<file path="src/ql_pkg.sv">
/*
 * Shared types and constants for the 68008 system glue.
 * Bus, strobe, select and read-source bundles used by every block
 * and by the testbench, plus the memory map constants.
 */
`default_nettype none

package ql_pkg;

	// ========================================
	// CPU bus
	// ========================================

	typedef struct packed {
		logic [19:0] addr;
		logic [1:0]  ds;        // Active low, upper then lower
		logic [15:0] dout;
		logic [1:0]  busstate;
		logic        rw;        // Low for write
	} cpu_bus_t;

	// Bus states as reported by the CPU core
	localparam logic [1:0] BUS_FETCH = 2'd0;
	localparam logic [1:0] BUS_IDLE  = 2'd1;
	localparam logic [1:0] BUS_READ  = 2'd2;
	localparam logic [1:0] BUS_WRITE = 2'd3;

	// ========================================
	// Clock enables and speed
	// ========================================

	typedef struct packed {
		logic ce_bus_p;
		logic ce_bus_n;
		logic cpu_cycle;
		logic ce_vid;
		logic ce_sd;
		logic ce_131k;
	} ce_t;

	// Fourth code behaves as x4
	typedef enum logic [1:0] {
		SPEED_NORMAL = 2'd0,
		SPEED_X2     = 2'd1,
		SPEED_X4     = 2'd2,
		SPEED_X4_ALT = 2'd3
	} cpu_speed_e;

	// Tick divider runs 0..640
	localparam logic [9:0] DIV_131K_WRAP = 10'd640;

	// ========================================
	// Selects and read sources
	// ========================================

	typedef struct packed {
		logic rom_sel;
		logic qlsd_rd;
		logic ram_oe;
		logic ram_we;
		logic vram_we;
		logic io_sel;
		logic pc_sel;
		logic mouse_sel;
		logic vmode_wr;
	} sel_t;

	typedef struct packed {
		logic [15:0] rom_dout;
		logic [15:0] ram_dout;
		logic [15:0] pc_dout;
		logic [7:0]  qlsd_dout;
		logic [7:0]  mouse_dout;
	} read_src_t;

	// Memory map
	localparam logic [15:0] QLSD_REG_ADDR  = 16'hfee4;  // Only readable SD register
	localparam logic [5:0]  IO_BASE_PAGE   = 6'd6;      // I/O area from 18000
	localparam logic [2:0]  RAM_BASE_BLOCK = 3'd1;      // 128k at 20000
	localparam logic [3:0]  VRAM_BANK      = 4'd2;
	localparam logic [15:0] OPEN_BUS_DATA  = 16'hffff;

endpackage

`default_nettype wire

</file>
<file path="src/ql_activity_led.sv">
/*
 * SD activity indicator.
 * Any toggle on the SD data lines restarts a hold counter; the light
 * stays on until the counter reaches the hold length.
 */
`timescale 1ns/10ps
`default_nettype none

module ql_activity_led #(
	parameter logic [31:0] ACT_HOLD = 32'd4000000
) (
	input  wire clk_sys,
	input  wire reset,
	input  wire sd_mosi,
	input  wire sd_miso,
	output wire sd_active
);

	logic        old_mosi;
	logic        old_miso;
	logic        toggled;
	logic [31:0] hold_cnt;

	// Previous line levels for edge detection
	always_ff @(posedge clk_sys) begin
		old_mosi <= sd_mosi;
		old_miso <= sd_miso;
	end

	assign toggled = (old_mosi ^ sd_mosi) | (old_miso ^ sd_miso);

	// Saturates at the hold length
	always_ff @(posedge clk_sys) begin
		if (reset) begin
			hold_cnt <= 32'd0;
		end else if (toggled) begin
			hold_cnt <= 32'd0;
		end else if (hold_cnt < ACT_HOLD) begin
			hold_cnt <= hold_cnt + 32'd1;
		end
	end

	assign sd_active = (hold_cnt < ACT_HOLD);

endmodule

`default_nettype wire

</file>
<file path="src/ql_bus_decode.sv">
/*
 * CPU bus decoder for the 68008 memory map.
 * Produces region selects and the read-data mux combinationally, and
 * holds the RAM size latch, video-mode register and CPU clock enable.
 */
`timescale 1ns/10ps
`default_nettype none

module ql_bus_decode (
	input  wire                    clk_sys,
	input  wire                    sys_reset,
	input  wire [1:0]              ram_size,
	input  wire ql_pkg::ce_t       ce,
	input  wire ql_pkg::cpu_bus_t  bus,
	input  wire ql_pkg::read_src_t rd_src,
	output ql_pkg::sel_t           sel,
	output logic [15:0]            cpu_din,
	output logic [7:0]             mc_stat,
	output logic                   cpu_clkena
);

	logic [1:0]  ram_cfg;
	logic        cpu_enable;
	logic        cpu_rd;
	logic        cpu_wr;
	logic        cpu_idle;
	logic        cpu_act;
	logic        in_rom;
	logic        in_io;
	logic        in_bram;
	logic        in_xram;
	logic        in_ram;
	logic [15:0] io_dout;

	// ========================================
	// Bus cycle type
	// ========================================

	assign cpu_rd   = (bus.busstate == ql_pkg::BUS_FETCH) || (bus.busstate == ql_pkg::BUS_READ);
	assign cpu_wr   = (bus.busstate == ql_pkg::BUS_WRITE) && !bus.rw;
	assign cpu_idle = (bus.busstate == ql_pkg::BUS_IDLE);
	assign cpu_act  = cpu_rd || cpu_wr;

	// ========================================
	// Region decode
	// ========================================

	assign in_rom  = cpu_act && (bus.addr[19:16] == 4'h0);
	assign in_io   = cpu_act && (bus.addr[19:14] == ql_pkg::IO_BASE_PAGE);
	assign in_bram = cpu_act && (bus.addr[19:17] == ql_pkg::RAM_BASE_BLOCK);

	// 512k fills the two mixed windows, 768k adds the top one
	assign in_xram = cpu_act && (((|ram_cfg) && (^bus.addr[19:18]))
		|| (ram_cfg[1] && (&bus.addr[19:18])));
	assign in_ram  = in_bram || in_xram;

	always_comb begin
		sel.rom_sel   = in_rom;
		sel.qlsd_rd   = in_rom && (bus.addr[15:0] == ql_pkg::QLSD_REG_ADDR);
		sel.ram_oe    = ce.cpu_cycle && cpu_rd && in_ram;
		sel.ram_we    = ce.cpu_cycle && cpu_wr && in_ram;
		sel.vram_we   = sel.ram_we && (bus.addr[19:16] == ql_pkg::VRAM_BANK);
		sel.io_sel    = in_io;
		sel.pc_sel    = ce.cpu_cycle && in_io && !bus.addr[6];
		sel.mouse_sel = in_io && (bus.addr[13:8] == 6'h3f);
		// Single write-only video register, low byte only
		sel.vmode_wr  = ce.cpu_cycle && in_io && bus.addr[6] && bus.addr[5]
			&& bus.addr[1] && cpu_wr && !bus.ds[0];
	end

	// ========================================
	// Read data
	// ========================================

	always_comb begin
		if (sel.mouse_sel) begin
			io_dout = {rd_src.mouse_dout, rd_src.mouse_dout};
		end else if (!bus.addr[6]) begin
			io_dout = rd_src.pc_dout;
		end else begin
			io_dout = 16'h0000;
		end
	end

	// SD register sits inside the ROM window and wins over it
	always_comb begin
		if (sel.qlsd_rd) begin
			cpu_din = {rd_src.qlsd_dout, rd_src.qlsd_dout};
		end else if (in_rom) begin
			cpu_din = rd_src.rom_dout;
		end else if (in_ram) begin
			cpu_din = rd_src.ram_dout;
		end else if (in_io) begin
			cpu_din = io_dout;
		end else begin
			cpu_din = ql_pkg::OPEN_BUS_DATA;
		end
	end

	// ========================================
	// Registers
	// ========================================

	// Size only changes while the system is held in reset
	always_ff @(posedge clk_sys) begin
		if (sys_reset) begin
			ram_cfg <= ram_size;
		end
	end

	always_ff @(posedge clk_sys) begin
		if (sys_reset) begin
			mc_stat <= 8'h00;
		end else if (ce.ce_bus_p && sel.vmode_wr) begin
			mc_stat <= bus.dout[7:0];
		end
	end

	// CPU may advance on its own cycle or when not touching the bus
	always_ff @(posedge clk_sys) begin
		if (sys_reset) begin
			cpu_enable <= 1'b0;
		end else if (ce.ce_bus_n) begin
			cpu_enable <= ce.cpu_cycle || cpu_idle;
		end
	end

	assign cpu_clkena = cpu_enable & ce.ce_bus_p;

endmodule

`default_nettype wire

</file>
<file path="src/ql_clock_enables.sv">
/*
 * Clock-enable generator for the system clock domain.
 * A 5-bit divider gives bus, video and SD strobes; a separate divider
 * gives the 131 kHz tick. The CPU duty cycle follows the speed setting.
 */
`timescale 1ns/10ps
`default_nettype none

module ql_clock_enables (
	input  wire                clk_sys,
	input  wire                reset,
	input  wire ql_pkg::cpu_speed_e cpu_speed,
	output ql_pkg::ce_t        ce
);

	logic [4:0] div;
	logic [9:0] div_131k;
	logic       ce_p;
	logic       ce_n;
	logic       ce_sd_r;
	logic       ce_131k_r;
	logic       duty;
	logic       sub_cycle;

	// ========================================
	// Dividers and raw strobes
	// ========================================

	always_ff @(posedge clk_sys) begin
		if (reset) begin
			div       <= 5'd0;
			div_131k  <= 10'd0;
			ce_p      <= 1'b0;
			ce_n      <= 1'b0;
			ce_sd_r   <= 1'b0;
			ce_131k_r <= 1'b0;
		end else begin
			div <= div + 5'd1;

			if (div_131k == ql_pkg::DIV_131K_WRAP) begin
				div_131k <= 10'd0;
			end else begin
				div_131k <= div_131k + 10'd1;
			end
			ce_131k_r <= (div_131k == 10'd0);

			// Bus phases 4 cycles apart
			ce_p    <= (div[2:0] == 3'd0);
			ce_n    <= (div[2:0] == 3'd4);
			ce_sd_r <= (div[1:0] == 2'd0);
		end
	end

	// ========================================
	// Speed-dependent CPU duty
	// ========================================

	always_ff @(posedge clk_sys) begin
		if (reset) begin
			duty      <= 1'b0;
			sub_cycle <= 1'b0;
		end else if (div[2:0] == 3'd0) begin
			case (cpu_speed)
				ql_pkg::SPEED_NORMAL: duty <= (div[4:3] == 2'd0);
				ql_pkg::SPEED_X2:     duty <= ~div[3];
				default:              duty <= 1'b1;
			endcase

			// Normal speed uses every other duty window
			if (cpu_speed == ql_pkg::SPEED_NORMAL) begin
				if (div[4:3] == 2'd0) begin
					sub_cycle <= ~sub_cycle;
				end
			end else begin
				sub_cycle <= 1'b1;
			end
		end
	end

	always_comb begin
		ce.ce_bus_p  = ce_p & duty;
		ce.ce_bus_n  = ce_n & duty;
		ce.cpu_cycle = duty & sub_cycle;
		ce.ce_vid    = ce_p;
		ce.ce_sd     = ce_sd_r;
		ce.ce_131k   = ce_131k_r;
	end

endmodule

`default_nettype wire

</file>
<file path="src/ql_glue_top.sv">
/*
 * System glue top level for the 68008 home-computer core.
 * Ties together clock enables, reset stretching, bus decoding and the
 * SD activity light, and forms the user light.
 */
`timescale 1ns/10ps
`default_nettype none

module ql_glue_top #(
	parameter logic [11:0] RESET_HOLD = 12'd4095,
	parameter logic [31:0] ACT_HOLD   = 32'd4000000
) (
	input  wire                     clk_sys,
	input  wire                     reset,
	input  wire                     reset_req,
	input  wire                     download_active,
	input  wire ql_pkg::cpu_speed_e cpu_speed,
	input  wire [1:0]               ram_size,
	input  wire ql_pkg::cpu_bus_t   bus,
	input  wire ql_pkg::read_src_t  rd_src,
	input  wire                     sd_mosi,
	input  wire                     sd_miso,
	input  wire                     mdv_led,
	output ql_pkg::ce_t             ce,
	output wire                     sys_reset,
	output ql_pkg::sel_t            sel,
	output wire [15:0]              cpu_din,
	output wire [7:0]               mc_stat,
	output wire                     cpu_clkena,
	output wire                     led_user
);

	logic sd_active;

	// ========================================
	// Clocking and reset
	// ========================================

	// Strobes run from the external reset so the stretcher can count
	ql_clock_enables u_clock_enables (
		.clk_sys   (clk_sys),
		.reset     (reset),
		.cpu_speed (cpu_speed),
		.ce        (ce)
	);

	ql_reset_stretch #(
		.RESET_HOLD (RESET_HOLD)
	) u_reset_stretch (
		.clk_sys         (clk_sys),
		.reset           (reset),
		.reset_req       (reset_req),
		.download_active (download_active),
		.ce_bus_p        (ce.ce_bus_p),
		.sys_reset       (sys_reset)
	);

	// ========================================
	// Bus and indicators
	// ========================================

	ql_bus_decode u_bus_decode (
		.clk_sys    (clk_sys),
		.sys_reset  (sys_reset),
		.ram_size   (ram_size),
		.ce         (ce),
		.bus        (bus),
		.rd_src     (rd_src),
		.sel        (sel),
		.cpu_din    (cpu_din),
		.mc_stat    (mc_stat),
		.cpu_clkena (cpu_clkena)
	);

	ql_activity_led #(
		.ACT_HOLD (ACT_HOLD)
	) u_activity_led (
		.clk_sys   (clk_sys),
		.reset     (reset),
		.sd_mosi   (sd_mosi),
		.sd_miso   (sd_miso),
		.sd_active (sd_active)
	);

	// Microdrive and download also light it
	assign led_user = sd_active | mdv_led | download_active;

endmodule

`default_nettype wire

</file>
<file path="src/ql_reset_stretch.sv">
/*
 * System reset stretcher.
 * Any reset cause reloads a down counter that then steps once per
 * bus strobe; system reset stays high until it reaches zero.
 */
`timescale 1ns/10ps
`default_nettype none

module ql_reset_stretch #(
	parameter logic [11:0] RESET_HOLD = 12'd4095
) (
	input  wire clk_sys,
	input  wire reset,
	input  wire reset_req,
	input  wire download_active,
	input  wire ce_bus_p,
	output wire sys_reset
);

	logic [11:0] hold_cnt;
	logic        any_cause;

	// ROM download keeps the system quiet as well
	assign any_cause = reset | reset_req | download_active;

	always_ff @(posedge clk_sys) begin
		if (any_cause) begin
			hold_cnt <= RESET_HOLD;
		end else if (ce_bus_p && hold_cnt != 12'd0) begin
			hold_cnt <= hold_cnt - 12'd1;
		end
	end

	assign sys_reset = (hold_cnt != 12'd0);

endmodule

`default_nettype wire

</file>
<file path="config.mk">
export PLATFORM = sky130hd
export DESIGN_NAME = ql_glue_top
export DESIGN_NICKNAME = d
export VERILOG_FILES = /design/src/ql_pkg.sv /design/src/ql_activity_led.sv /design/src/ql_bus_decode.sv /design/src/ql_clock_enables.sv /design/src/ql_glue_top.sv /design/src/ql_reset_stretch.sv
export SDC_FILE = /design/constraint.sdc
export NUM_CORES = 1
export LEC_CHECK = 0
export ABC_AREA = 1
export BUFFER_PORTS_ARGS = -buffer_cell sky130_fd_sc_hd__buf_2
export CAP_MARGIN = 20
export CORE_MARGIN = 2
export CORE_UTILIZATION = 45
export DETAILED_ROUTE_END_ITERATION = 8
export PLACE_DENSITY = 0.81
export RECOVER_POWER = 100
export SYNTH_ARGS = -nofsm -noshare
export SYNTH_HDL_FRONTEND = slang
export SYNTH_SLANG_ARGS = --single-unit
</file>
<file path="constraint.sdc">
create_clock -name clk_sys -period 3.8 [get_ports clk_sys]
set_clock_uncertainty 0.05 [all_clocks]
set_input_delay 0.95 -clock clk_sys [delete_from_list [all_inputs] [get_ports clk_sys]]
set_output_delay 0.95 -clock clk_sys [all_outputs]
set_load 0.01 [all_outputs]
</file>
==> run metrics, run 1 <==
Comb pwr share=13.2%; Sw Pwr=0.433 mW; min-delay worst type=register to register; share of cells above drive strength 1=17.0%; Mapped Cells=770; PortBufs=148; CTS clk-pin slew, worst paths=0.07 ns; num rows=37; switch share=23.8%; I/O pin total=158; hpwl dp=10.0 mm; Min-Delay Path Depth=2; relative slew slack=4.67%; GRT overflow=0; CTS tree=done; Setup CP Type=input pin to output pin; antenna-violating nets left=0; period utilisation layout=95.8%; die footprint=11,700 um2; vias in the first global route=4,482; die width=108 um; final WL=12.7 mm; WP data required=2.80 ns; critical path peak fanout=24; DR vias=5,177; Mapped Area=4870 um2; Max clock buf depth=2; RSZ-0062 raised after global routing=false; measured slew at the worst slew-check pin=1.43 ns; Setup violations, final=0; Area Growth Syn to Fin=19.5%; reg2reg start=u_reset_stretch.hold_cnt[0]; status=completed; final hold vios=0; unique cell type count in the Yosys netlist=41; path depth of the worst reg2reg path=11; placed cells=1,035; Post-CTS Setup Repair Bufs=0; chip height=108 um; clock sinks=78; fillers=1,053; drt pass-1 iters=5; vias per cell=4.93; Slew Limit Fails=0; CP max-delay cell=ha_1; max-cap viol count=0; setup tns final=0 ns; sequential power share=46.6%; leakage=2.65 nW; worst hold endpoint=u_activity_led.hold_cnt[27]; Seq cells post-synth=78; initial antenna violation count=0; core area=10,400 um2; Post-CTS Resized=0; async set-reset flop share out of synthesis=0%; Root Driver=clkbuf_8; Seq/Total Area, Yosys=32.5%; WP buf/inv=4; first-pass GRT wire length=20.0 mm; main flop type after synthesis=dfxtp_1; Power Dens Cells=313 nW/um2; GRT Total Usage=21.2%; DR iter-0 viols=391; Post-Layout Cell Count=1,050; Arr. time, crit path=2.64 ns; Crit path top cell by count=nand2_1; CP endpoint kind=output pin; nets=1,034; Skew-Pair Late Insertion Delay=0.34 ns; internal power=1.39 mW; CTS Hold Bufs=0; gpl congestion=0.885; Final min period=3.64 ns; highest clock rate=0.275 GHz; Post-synth EDFFs=2; critical path cell sequence=clkbuf_1 > inv_1 > ha_1 > nand2_1 > nand2_1 > o21ai_0 > nand2_1 > nand2_1 > buf_12 > or2_2 > nand3_1 > nand3_1 > clkbuf_2; Worst path top cell family by delay=simple AND/OR/NAND/NOR gates; clock buffer count from CTS=9; slowest stage delay, CP=0.29 ns; H-tree depth=3; effective utilization at floorplan=46.7%; Max VDD drop=0.404 mV; clock power share=40.2%; routing usage on met1=24.5%; reg2reg end=u_reset_stretch.hold_cnt[9]; grt met2 use=38.8%; wire length per cell=12.1 um; GR Layer Usage met3=4.04%; DRC Markers=0; Worst Setup Start Kind=input pin; Mapped Nets=894; reg2reg setup slack=1.03 ns; Hold Path Origin=u_activity_led.hold_cnt[27]; YS warnings=0; Most Crowded Layer GR=met2; Mean Syn Cell Area=6.32 um2; diodes inserted=0; largest net degree at the start of global routing=27
[per-layer routing]
metal	share of wire (%)	routed length (um)
met5	0	0
met4	2.7	342
met3	6.6	841
met2	49	6220
met1	42	5330
[cell usage in the layout, fill, tap and decap left out, types with 5 or more instances in the layout]
cell type,synthesis,final
inv_1,106,107
inv_2,7,5
clkbuf_1,4,41
nand4_1,10,10
clkbuf_8,0,10
dfxtp_1,76,76
a21oi_1,27,27
o21ai_0,17,17
buf_2,8,107
nor3_1,13,13
o211ai_1,11,11
xor2_1,15,15
nand3_1,70,70
o21bai_1,8,8
nand2_1,213,216
nor2_1,118,122
buf_4,7,5
ha_1,8,8
[tightest hold or removal path, stage by stage, from the launching register on]
cell	delay, ns
dfxtp_1	0.31
inv_1	0.04
nor2_1	0.03
[stage by stage]
step | utilization (%) | area (um2) | hold slack [ns] | worst slack (ns) | power (mW)
floorplan | - | 4870 | 0.358 | 0.499 | 1.00
global placement | 54.4 | 5670 | 0.364 | 0.209 | 1.11
detailed placement | 54.4 | 5670 | 0.369 | 0.208 | 1.12
CTS | 56.7 | 5900 | 0.380 | 0.202 | 1.84
global route | 55.8 | 5820 | 0.389 | 0.0506 | 1.90
finish | 55.8 | 5820 | 0.377 | 0.159 | 1.82
[cells by family after synthesis]
group           share of synthesized area, %
buf+inv                                 12.3
compound gates                          8.33
flops                                   32.5
fa+ha+maj                               2.06
xor+xnor                                3.42
simple gates                            41.4
[layout make-up]
cell class	count	area, um2	area share [%]
flip-flops and latches	78	1580	27.2
repair buffers	154	748	12.9
well taps	136	170	2.93
clock inverters	4	95.1	1.63
inverters	114	430	7.40
clock buffers	11	141	2.43
multi-input cells	553	2650	45.6
[state kept, by name, summed over array words and instances, names as in the netlist]
name / count
u_clock_enables.ce_n: 1
u_clock_enables.ce_p: 1
u_clock_enables.div: 5
u_clock_enables.ce_sd_r: 1
u_bus_decode.cpu_enable: 1
u_activity_led.hold_cnt: 32
u_activity_led.old_miso: 1
u_clock_enables.sub_cycle: 1
u_clock_enables.duty: 1
u_clock_enables.div_131k: 10
u_bus_decode.mc_stat: 8
u_clock_enables.ce_131k_r: 1
u_reset_stretch.hold_cnt: 12
u_bus_decode.ram_cfg: 2
u_activity_led.old_mosi: 1
[worst max-delay path by stage]
stage / start / cells after the start / slack, ns / endpoint
finish: bus[39] / 13 / 0.16 / cpu_din[7]
CTS: bus[39] / 11 / 0.20 / cpu_din[7]
global route: bus[39] / 13 / 0.05 / cpu_din[7]
floorplan: bus[39] / 8 / 0.50 / cpu_din[15]
detailed placement: bus[39] / 11 / 0.21 / cpu_din[7]
global placement: bus[39] / 11 / 0.21 / cpu_din[7]
[synthesized netlist by cell type (7+ instances only)]
cell type  number  share of area [%]
nand3_1        70                7.2
nand2_1       213                 16
o21bai_1        8                1.2
a21oi_1        27                2.8
nor3_1         13                1.3
dfxtp_1        76                 31
inv_2           7               0.54
buf_4           7                1.1
ha_1            8                2.1
o211ai_1       11                1.7
nor2_2          7               0.90
nor2_1        118                9.1
nand4_1        10                1.3
buf_2           8               0.82
inv_1         106                8.2
xor2_1         15                2.7
o21ai_0        17                1.7
[power by group through the flow]
| stage | Clock (mW) | Combinational [mW] | Sequential (mW) |
|---|---|---|---|
| final | 0.731 | 0.240 | 0.849 |
| after global routing | 0.781 | 0.269 | 0.851 |
| after CTS | 0.744 | 0.249 | 0.849 |
| after detailed placement | 0 | 0.248 | 0.867 |
| after global placement | 0 | 0.243 | 0.867 |
| after floorplan | 0 | 0.137 | 0.864 |
Power figures use the tool's default switching activity.
==> run 2, diff against run 1 <==
- MAX_ROUTING_LAYER: default -> met4
- PLACE_DENSITY: 0.81 -> 0.84
- clock period: 3.8 -> 3.1 ns (I/O delays scaled with it)
==> run 2 against run 1 <==
  * The flow now finishes with violations (negative setup slack)
  * Global-route usage increased by 1.7 points
  * Largest power group unchanged
  * Register-to-register slack worse by 0.75 ns
  * Design area increased by 6.4%
  * Wire length is 7.1% higher
  * Via count grew 3.8%
  * Hold slack improved by 0.0033 ns
==> run metrics, run 2 (synthesis gave the netlist of run 1 again) <==
H-tree depth=3; reg2reg end=u_reset_stretch.hold_cnt[8]; area occupied by multi-input gates=2750 um2; PortBufs=148; GRT overflow=0; RSZ-0062 raised after global routing=true; clock buffer count from CTS=9; CTS clk-pin slew, worst paths=0.08 ns; Worst Setup Start Kind=input pin; path depth of the worst reg2reg path=11; sequential power share=48.4%; commonest non-fill, non-tap cell in the layout=nand2_1; first-pass GRT wire length=20.9 mm; highest clock rate=0.322 GHz; Skew-Pair Late Insertion Delay=0.36 ns; vias in the first global route=4,857; PnR worst setup slack=-0.00548 ns; switch share=27.5%; Setup violations, final=1; Sw Pwr=0.591 mW; Slew Limit Fails=0; reg2reg start=u_reset_stretch.hold_cnt[0]; Crit path top cell by count=nand2_1; gpl congestion=0.968; WP buf/inv=5; Area Growth Syn to Fin=27.1%; die width=108 um; measured slew at the worst slew-check pin=1.20 ns; CP max-delay cell=o21bai_1; reg2reg setup slack=0.28 ns; antenna-violating nets left=0; DR vias=5,374; Arr. time, crit path=2.28 ns; DRC Markers=0; critical path peak fanout=8; vias per cell=4.97; GRT Total Usage=23.0%; total power=2.15 mW; initial antenna violation count=0; max reg flops=32; largest net degree at the start of global routing=24; Max clock buf depth=2; Comb pwr share=16.1%; wire length per cell=12.6 um; WP data required=2.27 ns; final WL=13.6 mm; Hold Path Origin=u_activity_led.hold_cnt[24]; clock power share=35.4%; placed cells=1,054; Reg area=1580 um2; min-delay worst type=register to register; nets=1,064; I/O pin total=158; drt pass-1 iters=5; Setup CP Type=input pin to output pin; worst hold endpoint=u_activity_led.hold_cnt[24]; CP endpoint kind=output pin; Root Driver=clkbuf_8; period utilisation layout=100%; relative slew slack=19.6%; Max VDD drop=0.308 mV; CTS tree=done; Top reg by flops=u_activity_led.hold_cnt; critical path cell sequence=buf_8 > inv_4 > ha_4 > inv_2 > nor2_4 > buf_12 > nand3_4 > o21bai_1 > nand3_1 > nand2_1 > nand2_1 > nand2_1 > nand2_1 > buf_2; Worst path top cell family by delay=simple AND/OR/NAND/NOR gates; die footprint=11,700 um2; Power Dens Cells=347 nW/um2; hpwl dp=10.3 mm; setup tns final=-0.00548 ns; internal power=1.56 mW; max-cap viol count=0; Post-Layout Cell Count=1,082; effective utilization at floorplan=46.7%; Final min period=3.11 ns; fillers=994; final instance area=6190 um2; Min-Delay Path Depth=2; share of cells above drive strength 1=24.0%; violated checks=negative setup slack; chip height=108 um; most frequent cells in the layout=nand2_1 (210), buf_2 (128), nor2_1 (118); core area=10,400 um2; num rows=37; Top Registers=u_activity_led.hold_cnt: 32 flops, u_reset_stretch.hold_cnt: 12 flops, u_clock_enables.div_131k: 10 flops; DR iter-0 viols=436; slowest stage delay, CP=0.22 ns; status=finished, violations left; Cell Area, Placed=5810 um2; final hold vios=0; clock sinks=78; leakage=2.86 nW; Layout Utilization=59.4%
-- run 2: power by group through the flow --
| stage | Combinational, mW | Sequential (mW) | Clock [mW] |
|---|---|---|---|
| after CTS | 0.333 | 1.04 | 0.772 |
| after global routing | 0.384 | 1.04 | 0.818 |
| after floorplan | 0.168 | 1.06 | 0 |
| after global placement | 0.310 | 1.06 | 0 |
| after detailed placement | 0.315 | 1.06 | 0 |
| final | 0.347 | 1.04 | 0.761 |
-- run 2: through the flow --
step                      hold WS, ns  worst slack (ns)
after floorplan                 0.358             0.149
after global placement          0.365           -0.0115
after detailed placement        0.367           -0.0207
after CTS                       0.380          -0.00195
after global routing            0.395           -0.0698
final                           0.380          -0.00548
-- run 2: worst min-delay path: stages, from the launching register on --
cell,delay [ns]
dfxtp_1,0.31
inv_1,0.05
nor2_1,0.03
-- run 2: cell type report --
cell class	instances	area share [%]
clock inverter	7	1.19
sequential	78	25.6
inverter	114	7.04
clock buffer	9	2.00
tap	136	2.75
timing repair buffer	183	16.9
multi-input combinational	554	44.5
antenna	1	0.0404
-- run 2: worst max-delay path by stage --
stage / from / depth (start not counted) / slack (ns) / endpoint
floorplan: bus[39] / 8 / 0.15 / cpu_din[15]
finish: bus[40] / 14 / -0.005 / cpu_din[2]
global placement: bus[39] / 13 / -0.01 / cpu_din[7]
global route: bus[40] / 14 / -0.07 / cpu_din[2]
CTS: bus[39] / 13 / -0.002 / cpu_din[7]
detailed placement: bus[39] / 13 / -0.02 / cpu_din[7]
-- run 2: timing repair --
item	CTS	global route
gates resized for setup	4	24
pin swaps	1	8
hold buffers	0	0
setup buffers	1	8
cloned	1	1
setup endpoints to repair	3	16
-- run 2: layer usage --
metal	vias to the layer above	global-route usage (%)	share of wire (%)
met1	2386	25.5	40
met5	-	-	0
met3	40	4.22	6.5
met4	0	12.1	4.2
li1	2750	-	-
met2	198	39.3	49
==> run 3, diff against run 2 <==
- SETUP_SLACK_MARGIN: default -> 0.15
==> run 3 against run 2 <==
  * The run still ends with negative setup slack left
  * Count of clock-buffer cells in the layout grew 3
  * Hold slack worse by 0.0014 ns
  * First-iteration DRC count decreased by 3.4%
  * Combinational power increased by 13%
  * Critical endpoint is now cpu_din[9]
  * Largest power group unchanged
==> run metrics, run 3 (synthesis gave the netlist of run 1 again) <==
max reg flops=32; worst hold endpoint=u_activity_led.hold_cnt[27]; Worst path top cell family by delay=buffers and inverters; most frequent cells in the layout=nand2_1 (209), buf_2 (126), nor2_1 (116); initial antenna violation count=0; DRC Markers=0; hpwl dp=10.4 mm; first-pass GRT wire length=21.4 mm; Skew-Pair Late Insertion Delay=0.36 ns; max-cap viol count=0; vias in the first global route=4,812; violated checks=negative setup slack; min-delay worst type=register to register; Arr. time, crit path=2.31 ns; Max VDD drop=0.321 mV; reg2reg start=u_reset_stretch.hold_cnt[0]; Setup violations, final=5; Top reg by flops=u_activity_led.hold_cnt; relative slew slack=1.99%; commonest non-fill, non-tap cell in the layout=nand2_1; largest net degree at the start of global routing=27; reg2reg end=u_reset_stretch.hold_cnt[8]; final WL=14.4 mm; RSZ-0062 raised after global routing=true; Area Growth Syn to Fin=30.5%; vias per cell=5.05; final hold vios=0; Crit path top cell by count=nand2_2; antenna-violating nets left=0; Cell Area, Placed=5760 um2; Worst Setup Start Kind=input pin; measured slew at the worst slew-check pin=1.47 ns; effective utilization at floorplan=46.7%; PortBufs=148; path depth of the worst reg2reg path=11; Root Driver=clkbuf_8; share of cells above drive strength 1=25.2%; Slew Limit Fails=0; gpl congestion=0.972; Max clock buf depth=2; diodes inserted=0; period utilisation layout=101%; CTS tree=done; wire length per cell=13.4 um; CTS Hold Bufs=0; drt pass-1 iters=6; Power Dens Cells=370 nW/um2; worst hold slack=0.379 ns; reg2reg setup slack=0.31 ns; H-tree depth=3; Setup CP Type=input pin to output pin; GRT overflow=0; chip height=108 um; die width=108 um; CP max-delay cell=ha_4; Top Registers=u_activity_led.hold_cnt: 32 flops, u_reset_stretch.hold_cnt: 12 flops, u_clock_enables.div_131k: 10 flops; GRT Total Usage=23.7%; clock buffer count from CTS=9; die footprint=11,700 um2; WP buf/inv=6; critical path peak fanout=6; Layout Utilization=61.0%; CTS clk-pin slew, worst paths=0.08 ns; WP data required=2.27 ns; slowest stage delay, CP=0.20 ns; DR vias=5,439; highest clock rate=0.319 GHz; leakage=2.90 nW; clock sinks=78; Final min period=3.14 ns; final instance area=6350 um2; core area=10,400 um2; nets=1,060; Hold Path Origin=u_activity_led.hold_cnt[27]; status=finished, violations left; CP endpoint kind=output pin; num rows=37; DR iter-0 viols=421; Min-Delay Path Depth=2; PnR worst setup slack=-0.0392 ns; I/O pin total=158; critical path cell sequence=buf_8 > inv_6 > ha_4 > nand2_2 > nand2_2 > o21ai_2 > nand2_2 > nand2_4 > buf_12 > buf_12 > buf_16 > nand3_2 > o211ai_1 > nand3_1 > buf_2
==> run 3: metrics by stage <==
step | TNS (ns) | power (mW) | worst slack, ns | instances
4_1_cts | -0.00200 | 2.35 | -0.00165 | 1071
3_3_place_gp | -0.0340 | 1.37 | -0.0340 | 1047
2_1_floorplan | 0 | 1.23 | 0.215 | 770
6_report | -0.123 | 2.35 | -0.0392 | 1077
5_1_grt | -0.928 | 2.45 | -0.126 | 1077
3_5_place_dp | -0.0579 | 1.37 | -0.0570 | 1047
==> run 3: area by class of cell <==
type / instances / area (um2)
multi-input combinational: 554 / 2820
fill: 941 / 4070
clock buffer: 12 / 176
timing repair buffer: 179 / 1080
sequential: 78 / 1580
tap: 136 / 170
clock inverter: 4 / 75.1
inverter: 114 / 438
==> run 3: repair_timing <==
| action | CTS | global route |
|---|---|---|
| pin swaps | 20 | 17 |
| gates resized for setup | 31 | 20 |
| cloned | 3 | 1 |
| buffers inserted | 5 | 5 |
| setup endpoints to repair | 16 | 18 |
==> run 3: worst register-to-register path, delay by kind of cell (launching register included) <==
family	cells	cell delay, ns
AOI/OAI and AO/OA	1	0.25
and+or+nand+nor	5	1.12
DFF	1	0.33
adders and majority gates	1	0.27
buffers and inverters	4	0.64
==> run 3: layer usage <==
metal,wire length (um),vias to the layer above,track usage [%]
met3,1100,48,5.06
li1,-,2743,-
met4,581,0,11.4
met2,7170,245,42.5
met1,5580,2403,24.8
met5,0,-,-
==> run 3: worst max-delay path by stage <==
stage | start | end | slack [ns] | cells past startpoint
6_report | bus[39] | cpu_din[9] | -0.04 | 15
2_1_floorplan | bus[39] | cpu_din[13] | 0.22 | 9
4_1_cts | bus[40] | cpu_din[9] | -0.002 | 15
3_3_place_gp | bus[39] | cpu_din[7] | -0.03 | 13
5_1_grt | bus[39] | cpu_din[9] | -0.13 | 15
3_5_place_dp | bus[39] | cpu_din[7] | -0.06 | 13
==> run 3: power by group <==
part / leakage (nW) / internal, mW / switching (mW)
registers: 0.638 / 1.03 / 0.0147
logic: 2.14 / 0.186 / 0.205
clock network: 0.120 / 0.546 / 0.372
